--- src/fxp_mul_pkg.sv ---
// ======================================================================
// shared definitions for the fixed-point multiply unit
// operand width, request/result types, control state encoding
// ======================================================================
`default_nettype none

package fxp_mul_pkg;

  // ====================================================================
  // widths
  // ====================================================================
  localparam int FXP_WIDTH = 32;                 // operand and result width
  localparam int STEP_BITS = $clog2(FXP_WIDTH);  // one step per multiplier bit

  // ====================================================================
  // payload types
  // ====================================================================

  // one fixed-point word, signed or unsigned depending on the unit
  typedef logic [FXP_WIDTH-1:0] fxp_t;

  // request payload, c = a * b
  typedef struct packed {
    fxp_t a;  // multiplicand
    fxp_t b;  // multiplier
  } mul_req_t;

  // ====================================================================
  // control
  // ====================================================================
  typedef enum logic [1:0] {
    IDLE = 2'd0,  // waiting for a request, operands tracked
    CALC = 2'd1,  // shift-and-add steps
    DONE = 2'd2   // result held for the consumer
  } mul_state_e;

endpackage

`default_nettype wire

--- src/step_counter.sv ---
// ======================================================================
// step counter for the shift-and-add multiplier
// ======================================================================
`timescale 1ns/1ps
`default_nettype none

module step_counter (
  input  logic clk,
  input  logic reset,
  input  logic count_en,     // advance one step
  input  logic count_clear,  // back to step zero
  output logic last_step     // count sits on the final multiplier bit
);
  import fxp_mul_pkg::*;

  localparam logic [STEP_BITS-1:0] LAST_COUNT = STEP_BITS'(FXP_WIDTH - 1);

  logic [STEP_BITS-1:0] count;

  // clear wins over enable
  always_ff @(posedge clk) begin
    if (reset || count_clear) begin
      count <= '0;
    end else if (count_en) begin
      count <= count + 1'b1;
    end
  end

  // terminal step decode, so the FSM never looks at the count itself
  assign last_step = (count == LAST_COUNT);

endmodule

`default_nettype wire

--- src/mul_control.sv ---
// ======================================================================
// control FSM for the multiply unit
// idle / calc / done, handshake and datapath strobes
// ======================================================================
`timescale 1ns/1ps
`default_nettype none

module mul_control (
  input  logic clk,
  input  logic reset,

  // request side
  input  logic recv_val,
  output logic recv_rdy,

  // result side
  output logic send_val,
  input  logic send_rdy,

  // step counter
  input  logic last_step,
  output logic count_en,
  output logic count_clear,

  // datapath strobes
  output logic load,
  output logic add_en,
  output logic last_step_corr
);
  import fxp_mul_pkg::*;

  mul_state_e state;
  mul_state_e state_next;

  // ====================================================================
  // state register
  // ====================================================================
  always_ff @(posedge clk) begin
    if (reset) begin
      state <= IDLE;
    end else begin
      state <= state_next;
    end
  end

  // ====================================================================
  // next state
  // ====================================================================
  always_comb begin
    state_next = state;
    case (state)
      IDLE: if (recv_val) state_next = CALC;   // recv_rdy is high here
      CALC: if (last_step) state_next = DONE;
      DONE: if (send_rdy) state_next = IDLE;   // result taken
      default: state_next = IDLE;
    endcase
  end

  // ====================================================================
  // outputs, decoded from state only (plus last_step)
  // ====================================================================
  always_comb begin
    recv_rdy       = 1'b0;
    send_val       = 1'b0;
    count_en       = 1'b0;
    count_clear    = 1'b0;
    load           = 1'b0;
    add_en         = 1'b0;
    last_step_corr = 1'b0;
    case (state)
      IDLE: begin
        recv_rdy = 1'b1;
        load     = 1'b1;  // operands captured every idle cycle
      end
      CALC: begin
        count_en       = 1'b1;
        add_en         = 1'b1;
        last_step_corr = last_step;  // sign bit of the multiplier
      end
      DONE: begin
        send_val    = 1'b1;
        count_clear = 1'b1;
      end
      default: ;
    endcase
  end

endmodule

`default_nettype wire

--- src/mul_datapath.sv ---
// ======================================================================
// shift-and-add datapath for the fixed-point multiply unit
// operand shift registers, accumulator, sign correction, result slice
// ======================================================================
`timescale 1ns/1ps
`default_nettype none

module mul_datapath #(
  parameter int frac_bits   = 16,  // fraction bits of the Q format
  parameter int signed_mode = 1    // 1 for two's complement operands
) (
  input  logic                   clk,
  input  logic                   reset,
  input  logic                   load,            // capture operands, zero acc
  input  logic                   add_en,          // one multiply step
  input  logic                   last_step_corr,  // step on the multiplier msb
  input  fxp_mul_pkg::mul_req_t  req,
  output fxp_mul_pkg::fxp_t      c
);
  import fxp_mul_pkg::*;

  // only the low ACC_W bits of the full product are ever needed
  localparam int ACC_W = FXP_WIDTH + frac_bits;

  logic [ACC_W-1:0]     mcand;     // multiplicand, shifts left
  logic [FXP_WIDTH-1:0] mplier;    // multiplier, shifts right
  logic [ACC_W-1:0]     acc;       // partial product
  logic [ACC_W-1:0]     acc_next;

  logic a_sign;     // fill bit for the multiplicand extension
  logic do_sub;     // msb of a signed multiplier weighs -2^(n-1)
  logic take_bit;   // current multiplier bit is set

  // ====================================================================
  // operand preparation
  // ====================================================================
  assign a_sign   = (signed_mode != 0) && req.a[FXP_WIDTH-1];
  assign do_sub   = last_step_corr && (signed_mode != 0);
  assign take_bit = add_en && mplier[0];

  // ====================================================================
  // operand shift registers
  // ====================================================================
  always_ff @(posedge clk) begin
    if (load) begin
      mcand  <= {{frac_bits{a_sign}}, req.a};
      mplier <= req.b;
    end else if (add_en) begin
      mcand  <= mcand << 1;   // weight of the next multiplier bit
      mplier <= mplier >> 1;
    end
  end

  // ====================================================================
  // accumulator
  // ====================================================================
  always_comb begin
    acc_next = acc;
    if (take_bit) begin
      if (do_sub) begin
        acc_next = acc - mcand;  // negative weight of the sign bit
      end else begin
        acc_next = acc + mcand;
      end
    end
  end

  // held at zero while waiting, so each product starts clean
  always_ff @(posedge clk) begin
    if (reset || load) begin
      acc <= '0;
    end else begin
      acc <= acc_next;
    end
  end

  // ====================================================================
  // result
  // ====================================================================

  // drop the extra fraction bits, floor and wrap come for free
  assign c = acc[ACC_W-1:frac_bits];

endmodule

`default_nettype wire

--- src/fxp_mul_unit.sv ---
// ======================================================================
// fixed-point multiply unit, top level
// control FSM, step counter and shift-and-add datapath
// ======================================================================
`timescale 1ns/1ps
`default_nettype none

module fxp_mul_unit #(
  parameter int frac_bits   = 16,  // Q16.16 by default
  parameter int signed_mode = 1    // 0 for unsigned operands
) (
  input  logic                   clk,
  input  logic                   reset,

  // request port
  input  logic                   recv_val,
  output logic                   recv_rdy,
  input  fxp_mul_pkg::mul_req_t  req,

  // result port
  output logic                   send_val,
  input  logic                   send_rdy,
  output fxp_mul_pkg::fxp_t      c
);

  // control to counter
  logic count_en;
  logic count_clear;
  logic last_step;

  // control to datapath
  logic load;
  logic add_en;
  logic last_step_corr;

  // ====================================================================
  // control
  // ====================================================================
  mul_control u_control (
    .clk            (clk),
    .reset          (reset),
    .recv_val       (recv_val),
    .recv_rdy       (recv_rdy),
    .send_val       (send_val),
    .send_rdy       (send_rdy),
    .last_step      (last_step),
    .count_en       (count_en),
    .count_clear    (count_clear),
    .load           (load),
    .add_en         (add_en),
    .last_step_corr (last_step_corr)
  );

  step_counter u_counter (
    .clk         (clk),
    .reset       (reset),
    .count_en    (count_en),
    .count_clear (count_clear),
    .last_step   (last_step)
  );

  // ====================================================================
  // datapath
  // ====================================================================
  mul_datapath #(
    .frac_bits   (frac_bits),
    .signed_mode (signed_mode)
  ) u_datapath (
    .clk            (clk),
    .reset          (reset),
    .load           (load),
    .add_en         (add_en),
    .last_step_corr (last_step_corr),
    .req            (req),
    .c              (c)
  );

endmodule

`default_nettype wire

--- config.mk ---
export PLATFORM = sky130hd
export DESIGN_NAME = fxp_mul_unit
export DESIGN_NICKNAME = d
export VERILOG_FILES = /design/src/fxp_mul_pkg.sv /design/src/step_counter.sv /design/src/mul_control.sv /design/src/mul_datapath.sv /design/src/fxp_mul_unit.sv
export SDC_FILE = /design/constraint.sdc
export NUM_CORES = 1
export LEC_CHECK = 0
export BUFFER_PORTS_ARGS = -buffer_cell sky130_fd_sc_hd__clkbuf_2
export CORE_ASPECT_RATIO = 0.7
export CORE_MARGIN = 1
export CORE_UTILIZATION = 60
export DETAILED_ROUTE_END_ITERATION = 7
export GPL_ROUTABILITY_DRIVEN = 0
export PLACE_DENSITY = 0.82
export SLEW_MARGIN = 30
export SYNTH_ARGS = -nofsm -noshare
export SYNTH_HDL_FRONTEND = slang
export SYNTH_HIERARCHICAL = 1
export SYNTH_SLANG_ARGS = --single-unit
--- constraint.sdc ---
create_clock -name clk -period 6.2 [get_ports clk]
set_clock_uncertainty 0.2 [all_clocks]
set_input_delay 0.62 -clock clk [delete_from_list [all_inputs] [get_ports clk]]
set_output_delay 0.62 -clock clk [all_outputs]
set_load 0.01 [all_outputs]
==> flow_summary.toml <==
[floorplanning]
initial_core_util = 0.624
core_area_um2 = 15000
dieArea_um2 = 16100
rows = 37
pin_count = 102
die_x_um = 151
die_h_um = 106

[critical_path]
crit_fanout = 9
path_cells = "or4_1 -> or3_1 -> nor3_2 -> and4_1 -> nand2_1 -> o21bai_1 -> xor2_1 -> ha_1 -> and4_1 -> nand2_1 -> nor2_1 -> o21ai_0 -> a21oi_1 -> o21ai_0 -> a21oi_1 -> a211oi_1 -> a221o_1"
cp_slowest_stage_delay_ps = 580
r2r-start = "u_datapath/mcand[3]"
timing.critical_path.required_ps = 6310
critPathLaunch = "u_datapath/mcand[3]"
cp_slowest_cell = "or4_1"
crit_type = "register to register"
cp-end-kind = "register"
arrival_ps = 5460
start_kind = "register"

[clock_tree]
clk_latency_ps = 420
cts-resized-gates = 0
cts.sinks = 135
ctsHoldBuffers = 0
ctsHtreeMaxLevel = 4
cts_root_buf = "clkbuf_16"
clk_pin_slew_ps = 70
cts_buffers = 17
tritoncts = "yes"
cts_setup_buffers = 0
clk_path_buf_depth = 2

[timing]
finalHoldViolCount = 0
layout_min_cycle_time_ps = 5350
tns_ps = 0
timing.slew.headroom = 0.299
worst-slew-pin-transition_ps = 1050
setup_viol = 0
whs_ps = 262
finalWorstSetupSlack_ps = 852
finalMaxSlewViolations = 0
rsz0062_at_grt = "false"
max_freq_ghz = 0.187
period_share = 0.863

[placement]
preCtsSetupSlack_ps = 1080
port-buffer-count = 101
placed_area_um2 = 9700
post-dp-hpwl_um = 16600

[yosys]
synth_top_area_frac = 0.258
ys_seq_elements = 135
yosys.area.top_type = "edfxtp_1"
synth_ff_type = "edfxtp_1"
ys_async_sr_fraction = 0
synth.distinct_cells = 70
synth_edf_count = 80
synth_xor_area_frac = 0.0703
netlist_top_cells_area = "edfxtp_1 (26%), dfxtp_1 (12%), mux2_2 (7.1%), ha_1 (6.8%), xnor2_1 (5.6%)"
ys_warn_count = 6
synth-simple-area-share = 0.162
synth_compound_area_frac = 0.180
synthMuxAreaShare = 0.0782
synth_nets = 1146
synth-adder-area-share = 0.0706
ys_seq_area_frac = 0.376
avgSynthCellArea_um2 = 9.09
synthCells = 1026
synth_top_family_by_area = "compound AO/OA/AOI/OAI gates"
syn-cell-area_um2 = 9320

[detailed_routing]
avgViaCountPerCell = 6.33
dr.pass1.iters = 8
detail_route.wl_per_cell_um = 18.2
totalWireLength_um = 23300
drc = 0
dr_total_vias = 8085
drtIter0Drc = 967
ant_nets = 0

[cells_and_area]
final_common_cell = "nand2_1"
nNetsFinal = 1189
num_antenna_cells = 0
mostFrequentLayoutCells = "nand2_1 (108), clkbuf_2 (101), a21oi_1 (97), nor2_1 (80), edfxtp_1 (80)"
areaGrowthSynthToFinish_pct = 10.7
drive_gt1_frac = 0.197
fin_area_um2 = 10300

[global_routing]
grt_max_degree = 88
grt_pass1_wl_um = 37400
antenna_found_initial = 0
track_usage = 0.300
grt_overflow = 0
grt_pass1_vias = 7356

[run_status]
outcome = "complete, no violations"

[job]
max-cap-violations = 0

[min_path]
min_from = "recv_val"
hp-class = "primary input to register"

[pwr]
cellLeakagePower_nw = 4.28
peakVddDrop_v = 0.000181
power_density_nw_per_um2 = 258
==> cell families (layout without fill, tap and decap cells) <==
logic type,Yosys count,after routing
adders and majority gates,52,52
AOI/OAI and AO/OA,267,267
DFF,135,135
xor gates and xnor gates,74,74
and+or+nand+nor,314,314
muxes,65,65
buffers and inverters,119,175
==> metrics by stage <==
step | utilization | power, W | std cells
finish | 0.690 | 0.00266 | 1277
global route | 0.690 | 0.00277 | 1277
CTS | 0.690 | 0.00266 | 1277
detailed placement | 0.649 | 0.00162 | 1245
global placement | 0.647 | 0.00161 | 1244
floorplan | - | 0.00149 | 1026
==> worst max-delay path, delay by kind of cell (launching register included) <==
| family | cells | cell delay (ps) |
|---|---|---|
| simple gates | 8 | 2290 |
| compound gates | 7 | 1730 |
| flops | 1 | 460 |
| fa+ha+maj | 1 | 450 |
| xor+xnor | 1 | 100 |
==> power by group <==
| part | switching [W] | internal (W) |
|---|---|---|
| logic | 0.000294 | 0.000207 |
| clock network | 0.000486 | 0.000550 |
| registers | 0.0000723 | 0.00105 |
==> cell usage after synthesis (all sizes together) (9+ instances only) <==
library cell / count
a211oi: 9
a21o: 32
a21oi: 97
a31oi: 9
and3: 9
buf: 41
clkbuf: 42
dfxtp: 55
edfxtp: 80
ha: 51
inv: 36
mux2: 60
nand2: 108
nand3: 15
nand4: 16
nor2: 81
nor3: 22
nor4: 14
o21ai: 53
xnor2: 61
xor2: 13
==> flip-flops by register name, summed over array words and instances, names as in the netlist <==
name / cells
u_datapath/mcand: 48
u_control/state: 2
u_datapath/mplier: 32
u_datapath/acc: 48
u_counter/count: 5
==> cell type report <==
type                       instances  area [um2]
clock inverter                    15         194
timing repair buffer             107         574
clock buffer                      17         425
multi-input combinational        772        5250
fill                            1104        4630
sequential                       135        3500
inverter                          36         135
tap                              195         244
==> worst paths after layout <==
| kind | cells past startpoint | endpoint | slack (ps) |
|---|---|---|---|
| worst max-delay path | 17 | u_datapath/acc[40] | 850 |
| worst min-delay path | 3 | u_control/state[0] | 260 |
| worst max register to register | 17 | u_datapath/acc[40] | 850 |
| worst min register to register | 2 | u_datapath/acc[8] | 260 |
==> metal layers <==
layer  vias up  wire length (um)  track usage
li1       3801                 -            -
met1      3779             10700        0.448
met2       481              9500        0.421
met3        24              2890       0.0833
met4         0               201       0.0786
met5         -                 0            0
No activity file was read; power rests on OpenSTA's default activity.
